===== src/common/centipede_pkg.sv =====
// Centipede I/O shared definitions
`default_nettype none

package centipede_pkg;

   // host bus widths
   localparam int ADDR_W = 14;
   localparam int DATA_W = 8;

   // 1 KB regions, selected by address bits 13..10
   localparam logic [3:0] REG_SWITCH    = 4'd2;
   localparam logic [3:0] REG_INPUT     = 4'd3;
   localparam logic [3:0] REG_COLOR_EA  = 4'd5;
   localparam logic [3:0] REG_OUT_LATCH = 4'd7;
   localparam logic [3:0] REG_STEERCLR  = 4'd9;

   // EA sub-selects on address bits 8..7 (with bit 9 set)
   localparam logic [1:0] EA_ADDR = 2'd0;
   localparam logic [1:0] EA_CTRL = 2'd1;
   localparam logic [1:0] EA_READ = 2'd2;

   // memory depths
   localparam int HS_DEPTH   = 64;
   localparam int CRAM_DEPTH = 16;

   // host request, APB style
   typedef struct packed {
      logic              psel;
      logic              penable;
      logic              pwrite;
      logic [ADDR_W-1:0] paddr;
      logic [DATA_W-1:0] pwdata;
   } apb_req_t;

   // qualified write strobes plus the address and data they go with
   typedef struct packed {
      logic              out_latch;
      logic              steerclr;
      logic              color;
      logic              ea_addr;
      // per-bit enables of the EA control register
      logic [3:0]        ea_ctrl;
      logic [ADDR_W-1:0] addr;
      logic [DATA_W-1:0] data;
   } bus_wr_t;

   // player switches, same bit order as the board connector
   typedef struct packed {
      logic coin_r;
      logic coin_c;
      logic coin_l;
      logic self_test;
      logic cocktail;
      logic slam;
      logic start1;
      logic start2;
      logic fire2;
      logic fire1;
   } player_in_t;

   // raw trackball lines, player 1 then player 2
   typedef struct packed {
      logic p1_h_dir;
      logic p1_h_ck;
      logic p1_v_dir;
      logic p1_v_ck;
      logic p2_h_dir;
      logic p2_h_ck;
      logic p2_v_dir;
      logic p2_v_ck;
   } trak_in_t;

   // trackball counter state as seen by the input ports
   typedef struct packed {
      logic       dir1;
      logic [3:0] h_cnt;
      logic       dir2;
      logic [3:0] v_cnt;
   } trak_cnt_t;

   // control latch layout, bit 7 down to bit 0
   typedef struct packed {
      logic       flip;
      logic [3:0] led;
      // right, centre, left
      logic [2:0] coin_drive;
   } ctrl_out_t;

endpackage

`default_nettype wire


===== src/rtl/inputs/input_ports.sv =====
// Player, joystick and switch read ports
`default_nettype none

module input_ports import centipede_pkg::*;
(
   input  wire  [ADDR_W-1:0] rd_addr_i,
   input  player_in_t        player_i,
   input  wire  [7:0]        joystick_i,
   input  wire  [7:0]        sw1_i,
   input  wire  [7:0]        sw2_i,
   input  wire               vblank_i,
   input  ctrl_out_t         ctrl_i,
   input  trak_cnt_t         trak_i,
   output logic [DATA_W-1:0] in_rdata_o
);

   logic [3:0] region;
   logic       coin_r;
   logic       coin_c;
   logic       coin_l;

   assign region = rd_addr_i[ADDR_W-1:ADDR_W-4];

   // a driven coin counter reads back as an inserted coin
   assign coin_r = player_i.coin_r | ctrl_i.coin_drive[2];
   assign coin_c = player_i.coin_c | ctrl_i.coin_drive[1];
   assign coin_l = player_i.coin_l | ctrl_i.coin_drive[0];

   always_comb
   begin
      in_rdata_o = '0;
      if (region == REG_INPUT)
      begin
         case (rd_addr_i[1:0])
            // trackball horizontal, vblank and cabinet bits
            2'b00:
            begin
               in_rdata_o = {trak_i.dir1, vblank_i, player_i.self_test,
                             player_i.cocktail, trak_i.h_cnt};
            end
            // coins and buttons
            2'b01:
            begin
               in_rdata_o = {coin_r, coin_c, coin_l, player_i.slam,
                             player_i.fire2, player_i.fire1,
                             player_i.start1, player_i.start2};
            end
            // trackball vertical
            2'b10:
            begin
               in_rdata_o = {trak_i.dir2, 3'b000, trak_i.v_cnt};
            end
            // both joysticks, player 1 in the upper nibble
            default:
            begin
               in_rdata_o = joystick_i;
            end
         endcase
      end
      else if (region == REG_SWITCH)
      begin
         // option banks, bit 0 picks the second one
         in_rdata_o = rd_addr_i[0] ? sw2_i : sw1_i;
      end
   end

endmodule

`default_nettype wire


===== src/rtl/inputs/trakball_ctr.sv =====
// Two-axis trackball counters
`default_nettype none

module trakball_ctr import centipede_pkg::*;
(
   input  wire       s_6mhz,
   input  wire       reset,
   input  trak_in_t  trak_i,
   input  wire       flip_i,
   input  bus_wr_t   wr_i,
   output trak_cnt_t cnt_o
);

   // selected lines, per axis {dir, ck}; axis 1 horizontal, axis 0 vertical
   logic [3:0] sel;
   logic [3:0] sync1_q;
   logic [3:0] sync2_q;
   logic [1:0] ck_prev_q;
   logic [1:0] dir_q;
   logic [3:0] cnt_q [2];

   // flip hands the counters to player 1
   assign sel = flip_i ?
                {trak_i.p1_h_dir, trak_i.p1_h_ck, trak_i.p1_v_dir, trak_i.p1_v_ck} :
                {trak_i.p2_h_dir, trak_i.p2_h_ck, trak_i.p2_v_dir, trak_i.p2_v_ck};

   // two-flop synchronizer on all four lines
   always_ff @(posedge s_6mhz or posedge reset)
   begin
      if (reset)
      begin
         sync1_q <= '0;
         sync2_q <= '0;
      end
      else
      begin
         sync1_q <= sel;
         sync2_q <= sync1_q;
      end
   end

   for (genvar a = 0; a < 2; a++)
   begin : g_axis
      logic rise;

      // rising edge of the synchronized axis clock
      assign rise = sync2_q[2*a] & ~ck_prev_q[a];

      always_ff @(posedge s_6mhz or posedge reset)
      begin
         if (reset)
         begin
            ck_prev_q[a] <= 1'b0;
            dir_q[a]     <= 1'b0;
            cnt_q[a]     <= '0;
         end
         else
         begin
            ck_prev_q[a] <= sync2_q[2*a];
            if (rise)
            begin
               dir_q[a] <= sync2_q[2*a+1];
            end
            // steerclr wins over a coincident edge
            if (wr_i.steerclr)
            begin
               cnt_q[a] <= '0;
            end
            else if (rise)
            begin
               // wraps modulo 16 in both directions
               cnt_q[a] <= sync2_q[2*a+1] ? cnt_q[a] + 4'd1 : cnt_q[a] - 4'd1;
            end
         end
      end
   end

   assign cnt_o.dir1  = dir_q[1];
   assign cnt_o.h_cnt = cnt_q[1];
   assign cnt_o.dir2  = dir_q[0];
   assign cnt_o.v_cnt = cnt_q[0];

endmodule

`default_nettype wire


===== src/rtl/memory/color_ram.sv =====
// Colour lookup RAM
`default_nettype none

module color_ram import centipede_pkg::*;
(
   input  wire               s_6mhz,
   input  bus_wr_t           wr_i,
   input  wire  [ADDR_W-1:0] rd_addr_i,
   output logic [3:0]        cram_rdata_o
);

   // 16 x 4 bit entries, one per colour code
   logic [3:0] mem [CRAM_DEPTH];

   // host write, low nibble of the data bus
   always_ff @(posedge s_6mhz)
   begin
      if (wr_i.color)
      begin
         mem[wr_i.addr[3:0]] <= wr_i.data[3:0];
      end
   end

   // asynchronous read for the host
   assign cram_rdata_o = mem[rd_addr_i[3:0]];

endmodule

`default_nettype wire


===== src/rtl/memory/hiscore_ram.sv =====
// High-score memory with EA latches
`default_nettype none

module hiscore_ram import centipede_pkg::*;
(
   input  wire               s_6mhz,
   input  wire               reset,
   input  bus_wr_t           wr_i,
   output logic [DATA_W-1:0] hs_rdata_o
);

   // control value that commits a store: bits 0 and 2 set, 1 and 3 clear
   localparam logic [3:0] STORE = 4'b0101;

   logic [5:0]        hs_addr_q;
   logic [DATA_W-1:0] hs_data_q;
   logic [3:0]        hs_ctrl_q;
   logic              ctrl_wr_q;
   logic [DATA_W-1:0] rdata_q;
   logic [DATA_W-1:0] mem [HS_DEPTH];

   // EA address and data latch together, control separately
   always_ff @(posedge s_6mhz or posedge reset)
   begin
      if (reset)
      begin
         hs_addr_q <= '0;
         hs_data_q <= '0;
         hs_ctrl_q <= '0;
         ctrl_wr_q <= 1'b0;
      end
      else
      begin
         if (wr_i.ea_addr)
         begin
            hs_addr_q <= wr_i.addr[5:0];
            hs_data_q <= wr_i.data;
         end
         for (int i = 0; i < 4; i++)
         begin
            if (wr_i.ea_ctrl[i])
            begin
               hs_ctrl_q[i] <= wr_i.data[i];
            end
         end
         // remembers that the control was just written
         ctrl_wr_q <= |wr_i.ea_ctrl;
      end
   end

   // store in the cycle after a store control value lands
   always_ff @(posedge s_6mhz)
   begin
      if (ctrl_wr_q && hs_ctrl_q == STORE)
      begin
         mem[hs_addr_q] <= hs_data_q;
      end
      // registered read at the latched score address
      rdata_q <= mem[hs_addr_q];
   end

   assign hs_rdata_o = rdata_q;

endmodule

`default_nettype wire


===== src/rtl/control_latch.sv =====
// Addressable control latch
`default_nettype none

module control_latch import centipede_pkg::*;
(
   input  wire       s_6mhz,
   input  wire       reset,
   input  bus_wr_t   wr_i,
   output ctrl_out_t ctrl_o
);

   logic [7:0] latch_q;

   // one bit per write, selected by address bits 2..0, value from data bit 7
   always_ff @(posedge s_6mhz or posedge reset)
   begin
      if (reset)
      begin
         latch_q <= '0;
      end
      else if (wr_i.out_latch)
      begin
         latch_q[wr_i.addr[2:0]] <= wr_i.data[7];
      end
   end

   // bit 7 flip, 6..3 LED 4..1, 2..0 coin drives right, centre, left
   assign ctrl_o = ctrl_out_t'(latch_q);

endmodule

`default_nettype wire


===== src/rtl/io_decode.sv =====
// APB completer and region decoder
`default_nettype none

module io_decode import centipede_pkg::*;
(
   input  wire               s_6mhz,
   input  wire               reset,
   input  apb_req_t          apb_i,
   input  wire  [DATA_W-1:0] in_rdata_i,
   input  wire  [3:0]        cram_rdata_i,
   input  wire  [DATA_W-1:0] hs_rdata_i,
   output bus_wr_t           wr_o,
   output logic [ADDR_W-1:0] rd_addr_o,
   output logic [DATA_W-1:0] prdata_o,
   output logic              pready_o
);

   logic [3:0]        region;
   logic [1:0]        ea_sub;
   logic              access;
   logic              ea_sel;
   logic              ea_rd;
   logic              wait_q;
   logic              ready;
   logic              wr_en;
   logic [DATA_W-1:0] rd_data;

   // 1 KB region from the top four address bits
   assign region = apb_i.paddr[ADDR_W-1:ADDR_W-4];
   assign ea_sub = apb_i.paddr[8:7];

   // access phase of the current transfer
   assign access = apb_i.psel & apb_i.penable;

   // upper half of region 5 is the EA side, lower half the colour RAM
   assign ea_sel = (region == REG_COLOR_EA) & apb_i.paddr[9];
   assign ea_rd  = access & ~apb_i.pwrite & ea_sel & (ea_sub == EA_READ);

   // EA reads wait one cycle for the registered score data
   assign ready = access & (~ea_rd | wait_q);

   // strobes only on the completing edge, so never applied twice
   assign wr_en = ready & apb_i.pwrite;

   // wait flag, high during the second access cycle of an EA read
   always_ff @(posedge s_6mhz or posedge reset)
   begin
      if (reset)
      begin
         wait_q <= 1'b0;
      end
      else
      begin
         wait_q <= ea_rd & ~wait_q;
      end
   end

   // write strobes to the peripherals
   always_comb
   begin
      wr_o           = '0;
      wr_o.out_latch = wr_en & (region == REG_OUT_LATCH);
      wr_o.steerclr  = wr_en & (region == REG_STEERCLR);
      wr_o.color     = wr_en & (region == REG_COLOR_EA) & ~apb_i.paddr[9];
      wr_o.ea_addr   = wr_en & ea_sel & (ea_sub == EA_ADDR);
      // all four control bits load together
      wr_o.ea_ctrl   = {4{wr_en & ea_sel & (ea_sub == EA_CTRL)}};
      wr_o.addr      = apb_i.paddr;
      wr_o.data      = apb_i.pwdata;
   end

   // read mux, zero for dropped or unmapped regions
   always_comb
   begin
      rd_data = '0;
      case (region)
         REG_SWITCH,
         REG_INPUT:
         begin
            rd_data = in_rdata_i;
         end
         REG_COLOR_EA:
         begin
            if (!apb_i.paddr[9])
            begin
               rd_data = {{(DATA_W-4){1'b0}}, cram_rdata_i};
            end
            else if (ea_sub == EA_READ)
            begin
               rd_data = hs_rdata_i;
            end
         end
         default:
         begin
            rd_data = '0;
         end
      endcase
   end

   assign rd_addr_o = apb_i.paddr;
   assign prdata_o  = rd_data;
   assign pready_o  = ready;

endmodule

`default_nettype wire


===== src/rtl/centipede_io.sv =====
// Centipede I/O block top level
`default_nettype none

module centipede_io import centipede_pkg::*;
(
   input  wire              s_6mhz,
   input  wire              reset,
   input  apb_req_t         apb_i,
   input  player_in_t       player_i,
   input  trak_in_t         trakball_i,
   input  wire  [7:0]       joystick_i,
   input  wire  [7:0]       sw1_i,
   input  wire  [7:0]       sw2_i,
   input  wire              vblank_i,
   output logic [DATA_W-1:0] prdata_o,
   output logic             pready_o,
   output logic [3:0]       led_o
);

   // decoder to peripherals
   bus_wr_t           wr;
   logic [ADDR_W-1:0] rd_addr;

   // peripherals back to decoder
   logic [DATA_W-1:0] in_rdata;
   logic [3:0]        cram_rdata;
   logic [DATA_W-1:0] hs_rdata;

   // latch and trackball state
   ctrl_out_t         ctrl;
   trak_cnt_t         trak_cnt;

   io_decode i_io_decode (
      .s_6mhz       (s_6mhz),
      .reset        (reset),
      .apb_i        (apb_i),
      .in_rdata_i   (in_rdata),
      .cram_rdata_i (cram_rdata),
      .hs_rdata_i   (hs_rdata),
      .wr_o         (wr),
      .rd_addr_o    (rd_addr),
      .prdata_o     (prdata_o),
      .pready_o     (pready_o)
   );

   control_latch i_control_latch (
      .s_6mhz (s_6mhz),
      .reset  (reset),
      .wr_i   (wr),
      .ctrl_o (ctrl)
   );

   input_ports i_input_ports (
      .rd_addr_i  (rd_addr),
      .player_i   (player_i),
      .joystick_i (joystick_i),
      .sw1_i      (sw1_i),
      .sw2_i      (sw2_i),
      .vblank_i   (vblank_i),
      .ctrl_i     (ctrl),
      .trak_i     (trak_cnt),
      .in_rdata_o (in_rdata)
   );

   trakball_ctr i_trakball_ctr (
      .s_6mhz (s_6mhz),
      .reset  (reset),
      .trak_i (trakball_i),
      .flip_i (ctrl.flip),
      .wr_i   (wr),
      .cnt_o  (trak_cnt)
   );

   color_ram i_color_ram (
      .s_6mhz       (s_6mhz),
      .wr_i         (wr),
      .rd_addr_i    (rd_addr),
      .cram_rdata_o (cram_rdata)
   );

   hiscore_ram i_hiscore_ram (
      .s_6mhz     (s_6mhz),
      .reset      (reset),
      .wr_i       (wr),
      .hs_rdata_o (hs_rdata)
   );

   // LEDs 4..1 straight from the latch
   assign led_o = ctrl.led;

endmodule

`default_nettype wire


===== config.mk =====
export PLATFORM = sky130hd
export DESIGN_NAME = centipede_io
export DESIGN_NICKNAME = d
export VERILOG_FILES = /design/src/common/centipede_pkg.sv /design/src/rtl/inputs/input_ports.sv /design/src/rtl/inputs/trakball_ctr.sv /design/src/rtl/memory/color_ram.sv /design/src/rtl/memory/hiscore_ram.sv /design/src/rtl/control_latch.sv /design/src/rtl/io_decode.sv /design/src/rtl/centipede_io.sv
export SDC_FILE = /design/constraint.sdc
export NUM_CORES = 1
export LEC_CHECK = 0
export BUFFER_PORTS_ARGS = -buffer_cell sky130_fd_sc_hd__clkbuf_2
export CORE_ASPECT_RATIO = 0.75
export CORE_MARGIN = 2
export CORE_UTILIZATION = 55
export DETAILED_ROUTE_END_ITERATION = 16
export PLACE_DENSITY = 0.72
export SYNTH_ARGS = -nofsm -noshare
export SYNTH_HDL_FRONTEND = slang
export SYNTH_HIERARCHICAL = 1
export SYNTH_SLANG_ARGS = --single-unit

===== constraint.sdc =====
create_clock -name s_6mhz -period 4.8 [get_ports s_6mhz]
set_input_delay 0.24 -clock s_6mhz [delete_from_list [all_inputs] [get_ports s_6mhz]]
set_output_delay 0.24 -clock s_6mhz [all_outputs]
set_load 0.005 [all_outputs]

==> results of run 1 <==
==> flip-flops by register name, summed over array words and instances (netlist names) <==
name                      flops
i_hiscore_ram/mem           512
i_color_ram/mem              64
i_trakball_ctr/cnt_o         10
i_control_latch/ctrl_o        8
i_hiscore_ram/hs_data_q       8
i_hiscore_ram/hs_rdata_o      8
i_hiscore_ram/hs_addr_q       6
i_hiscore_ram/hs_ctrl_q       4
i_trakball_ctr/sync1_q        4
i_trakball_ctr/sync2_q        4
i_trakball_ctr/ck_prev_q      2
i_hiscore_ram/ctrl_wr_q       1
i_io_decode/wait_q            1
==> area by class of cell <==
class,instances,area (sq um)
Fill cell,3246,17600
Sequential cell,632,18700
Inverter,21,78.8
Clock buffer,78,1550
Multi-Input combinational cell,799,6210
Tap cell,630,788
Timing Repair Buffer,156,1010
Clock inverter,23,166
==> report_power, final <==
| part | total, mW | switching (mW) | leakage [nW] | internal [mW] |
|---|---|---|---|---|
| clock | 4.24 | 1.89 | 0.838 | 2.35 |
| sequential | 6.12 | 0.0983 | 5.60 | 6.02 |
| combinational | 0.723 | 0.421 | 3.36 | 0.302 |
==> per-layer routing <==
layer,vias to the layer above,global-route usage,share of wire
li1,6440,-,-
met1,7659,0.399,0.41
met2,936,0.383,0.43
met3,134,0.0843,0.13
met4,0,0.0624,0.023
met5,-,0,0
==> path summary, 6_finish.rpt <==
| check | slack [ns] | from | to | cells past startpoint |
|---|---|---|---|---|
| worst min register to register | 0.35 | i_trakball_ctr/sync1_q[1]$_DFF_PP0_ | i_trakball_ctr/sync2_q[1]$_DFF_PP0_ | 0 |
| min in group asynchronous | 0.13 | reset | i_io_decode/wait_q$_DFF_PP0_ | 3 |
| worst max register to register | 1.45 | i_hiscore_ram/hs_addr_q[2]$_DFFE_PP0P_ | i_hiscore_ram/hs_rdata_o[0]$_DFF_P_ | 7 |
| worst max-delay path | 1.45 | i_hiscore_ram/hs_addr_q[2]$_DFFE_PP0P_ | i_hiscore_ram/hs_rdata_o[0]$_DFF_P_ | 7 |
| worst min-delay path | 0.06 | apb_i[7] | i_control_latch/ctrl_o[4]$_DFFE_PP0P_ | 2 |
| max in group asynchronous | 3.74 | reset | i_hiscore_ram/hs_addr_q[1]$_DFFE_PP0P_ | 3 |
==> worst reg2reg max path, delay by kind of cell (launching register included) <==
| kind | cells | cell delay, ns |
|---|---|---|
| AOI/OAI and AO/OA | 3 | 0.90 |
| buffers and inverters | 1 | 0.65 |
| DFF | 1 | 0.80 |
| muxes | 1 | 0.42 |
| and+or+nand+nor | 2 | 0.46 |
==> timing repair <==
item	in CTS	in global routing
hold buffers	16	0
hold endpoints to repair	58	0
buffers inserted	0	0
==> through the flow <==
stage,hold WS [ns],utilization,instance area [sq um],cells,setup WS [ns]
2_1_floorplan,-0.0313,-,25700,1576,2.35
3_3_place_gp,0.152,0.578,26600,2222,1.52
3_5_place_dp,0.153,0.578,26600,2222,1.52
4_1_cts,0.0367,0.619,28500,2339,1.50
5_1_grt,0.0600,0.619,28500,2339,1.33
6_report,0.0597,0.619,28500,2339,1.45
==> qor.yml, run 1 <==
status:
  status: "completed"
sta:
  grt_setup_unrepaired: "no"
  finalSetupViolCount: 0
  fmax_mhz: 299
  max-slew-margin-rel: 0.162
  fin_crit_ns: 3.35
  fin_tns_setup_ns: 0
  hold_viol: 0
  slew_violations: 0
  clock-skew-final_ns: 0.0194
  fin_crit_sh: 0.697
  worst_pin_slew_ns: 1.26
placement:
  io_buffer_count: 81
  place_hpwl_um: 39500
  globalplace.congestion: 0.880
synthesis:
  synthCells: 1576
  syn_nets: 1652
  synth_area_sq_mm: 0.0257
  yosys_warnings: 6
  syn_area_per_cell_sq_um: 16.3
worst_setup_path:
  crit_fanout: 43
  path_delay_family: "compound AO/OA/AOI/OAI gates"
  cp-start-kind: "register"
  cp.arrival_ns: 3.80
  crit_path_end_kind: "register"
  max_stage_delay_ns: 0.80
  timing.critical_path.buf_inv: 1
  crit_type: "reg2reg"
  cp_slowest_cell: "dfrtp_4"
  path_cells: "buf_4 > mux2_2 > a22oi_1 > nor2_1 > a311oi_1 > o22ai_1 > or4_1"
  worstPathRequired_ns: 5.26
drt:
  wire_per_inst_um: 27.4
  vias: 15200
  remaining_drc_errors: 0
  drt_wl_total_um: 64100
  viasPerCell: 6.49
  drt-pass1-iter-count: 6
  drt_iter0_drc: 2126
  antenna_left: 0
floorplan:
  start_util: 0.558
  rows: 68
  fp.coreArea_sq_mm: 0.0460
  die_y_um: 191
  fp.dieW_um: 254
  ios: 83
  die_area_sq_mm: 0.0485
pwr:
  power_mw: 11.1
  vdd_drop_max_v: 0.000283
  p_leak_nw: 9.80
  power_density_mw_per_mm2: 389
run:
  max_cap_viol_count: 0
worst_hold_path:
  hold_path.class: "in2reg"
clock_tree:
  cts_resized: 0
  clock_sinks: 632
  numCtsBuffers: 56
  root_buffer: "clkbuf_16"
  clk-insertion-delay-late_ns: 0.59
  tritoncts: "built"
  clkTransAtPathRegs_ns: 0.06
  h-tree-depth: 2
  clock_path_buffers: 3
final_layout:
  antennaDiodeCount: 0
  drive_gt1_frac: 0.188
  mostFrequentLayoutCell: "edfxtp_1"
  final_cell_mix: "edfxtp_1, nor2_1, clkbuf_2, mux2i_1, a22oi_1"
  nets: 1742
  syn2layout_area_growth_pct: 10.8
global_routing:
  grt_overflow: 0
  grt_max_degree: 66
  grt_pass1_vias: 14900
  grtUsageTotal: 0.266
  grt_pass1_wl_um: 94900
  antenna_found_initial: 0
Note: power is estimated with default switching activity, not from simulation.
==> run 2: changes to the inputs <==
- clock period: 4.8 -> 3.2 ns (I/O delays scaled with it)
==> qor.yml, run 2 (same netlist as run 1, synthesis figures left out) <==
clock_tree:
  cts_resized: 0
  clk-insertion-delay-late_ns: 0.60
  clkTransAtPathRegs_ns: 0.06
  h-tree-depth: 2
  root_buffer: "clkbuf_16"
  numCtsBuffers: 56
  clock_path_buffers: 3
  tritoncts: "built"
  cts_setup_buffers: 0
  clock_sinks: 632
floorplan:
  die_y_um: 191
  ios: 83
  fp.coreArea_sq_mm: 0.0460
  die_area_sq_mm: 0.0485
  rows: 68
  fp.dieW_um: 254
  start_util: 0.558
worst_hold_path:
  hold_end: "i_hiscore_ram/hs_addr_q[3]$_DFFE_PP0P_"
  min_from: "apb_i[11]"
  hold_depth: 2
  hold_path.class: "in2reg"
final_layout:
  final_cell_mix: "edfxtp_1, buf_4, nor2_1, clkbuf_2, mux2i_1"
  nets: 1829
  syn2layout_area_growth_pct: 14.0
  layout.cells.non_filler: 2428
  drive_gt1_frac: 0.231
  max_flop_register: "i_hiscore_ram/mem"
  antennaDiodeCount: 0
  mostFrequentLayoutCell: "edfxtp_1"
  largest_reg_flops: 512
worst_setup_path:
  path_cells: "buf_4 > nor2_4 > buf_4 > nand2_1 > nor2_1 > buf_4"
  max_stage_delay_ns: 0.71
  path_delay_family: "simple AND/OR/NAND/NOR gates"
  cp_slowest_cell: "nor2_4"
  crit_path_end_kind: "register"
  cp-start-kind: "register"
  worstPathRequired_ns: 3.49
  worstRegToRegCells: 6
  reg2reg_slack_ns: 0.11
  cp.arrival_ns: 3.38
  crit_top_cell: "buf_4"
  r2r_start: "i_hiscore_ram/hs_addr_q[1]$_DFFE_PP0P_"
  reg2reg_to: "i_hiscore_ram/mem[48][2]$_DFFE_PP_"
  crit_type: "reg2reg"
  crit_fanout: 29
  timing.critical_path.buf_inv: 3
sta:
  fin_crit_sh: 0.965
  fin_ws_ns: 0.111
  clock-skew-final_ns: 0.0184
  worst_pin_slew_ns: 1.39
  fin_tns_setup_ns: 0
  grt_setup_unrepaired: "no"
  finalSetupViolCount: 0
  fmax_mhz: 324
  slew_violations: 0
  fin_crit_ns: 3.09
  hold_viol: 0
  max-slew-margin-rel: 0.0697
global_routing:
  grt_max_degree: 66
  grt_pass1_wl_um: 94400
  grt_overflow: 0
  grt_pass1_vias: 14900
  grtUsageTotal: 0.267
  antenna_found_initial: 2
drt:
  drt-pass1-iter-count: 7
  vias: 15500
  antenna_left: 0
  drt_wl_total_um: 65000
  viasPerCell: 6.39
  remaining_drc_errors: 0
  wire_per_inst_um: 26.8
  drt_iter0_drc: 2257
placement:
  dp_cells: 2308
  pre_cts_ws_ns: 0.273
  place_hpwl_um: 41500
  io_buffer_count: 81
  globalplace.congestion: 0.900
run:
  max_cap_viol_count: 0
pwr:
  p_leak_nw: 10.3
  power_mw: 17.1
  power_density_mw_per_mm2: 583
  vdd_drop_max_v: 0.000450
status:
  status: "completed"
run 2: changes by cell type in the layout (fill, tap and decap cells not counted), sizes merged:
cell,change
buf,+86
bufinv,+4
clkbuf,-4
clkinv,+1
dlygate4sd3,+1
inv,+1
run 2: area by class of cell:
type,count,area [sq um]
Tap cell,630,788
Timing Repair Buffer,243,1700
Fill cell,3147,16700
Multi-Input combinational cell,799,6210
Clock buffer,74,1540
Inverter,21,78.8
Sequential cell,632,18700
Clock inverter,29,299
run 2: worst max path at each step:
stage | slack (ns) | depth (start not counted) | end | from
2_1_floorplan | 0.75 | 8 | i_hiscore_ram/mem[0][0]$_DFFE_PP_ | i_hiscore_ram/hs_addr_q[2]$_DFFE_PP0P_
3_3_place_gp | 0.23 | 6 | i_hiscore_ram/mem[56][3]$_DFFE_PP_ | i_hiscore_ram/hs_addr_q[1]$_DFFE_PP0P_
3_5_place_dp | 0.27 | 6 | i_hiscore_ram/mem[8][1]$_DFFE_PP_ | i_hiscore_ram/hs_addr_q[1]$_DFFE_PP0P_
4_1_cts | 0.26 | 6 | i_hiscore_ram/mem[8][7]$_DFFE_PP_ | i_hiscore_ram/hs_addr_q[1]$_DFFE_PP0P_
5_1_grt | 0.10 | 9 | i_hiscore_ram/hs_rdata_o[7]$_DFF_P_ | i_hiscore_ram/hs_addr_q[1]$_DFFE_PP0P_
6_report | 0.11 | 6 | i_hiscore_ram/mem[48][2]$_DFFE_PP_ | i_hiscore_ram/hs_addr_q[1]$_DFFE_PP0P_
run 2: what timing repair did:
item | in CTS | in global routing
setup endpoints to repair | 0 | 0
endpoints found under the hold margin | 67 | 0
hold buffers | 17 | 0
run 2: through the flow:
step | area (sq um) | util | hold WS (ns)
floorplan | 25700 | - | -0.111
global placement | 27300 | 0.593 | 0.0774
detailed placement | 27300 | 0.593 | 0.0746
CTS | 29300 | 0.636 | 0.0117
global route | 29300 | 0.636 | 0.0464
finish | 29300 | 0.636 | 0.0341
run 2: metal layers:
layer | track usage | wire, um
met3 | 0.0741 | 7530
met2 | 0.397 | 29100
met4 | 0.0785 | 1800
met1 | 0.390 | 26500
met5 | 0 | 27
run 2: report_power, final:
group / internal, mW / switching [mW]
Clock: 3.87 / 2.91
Combinational: 0.487 / 0.642
Sequential: 9.04 / 0.146
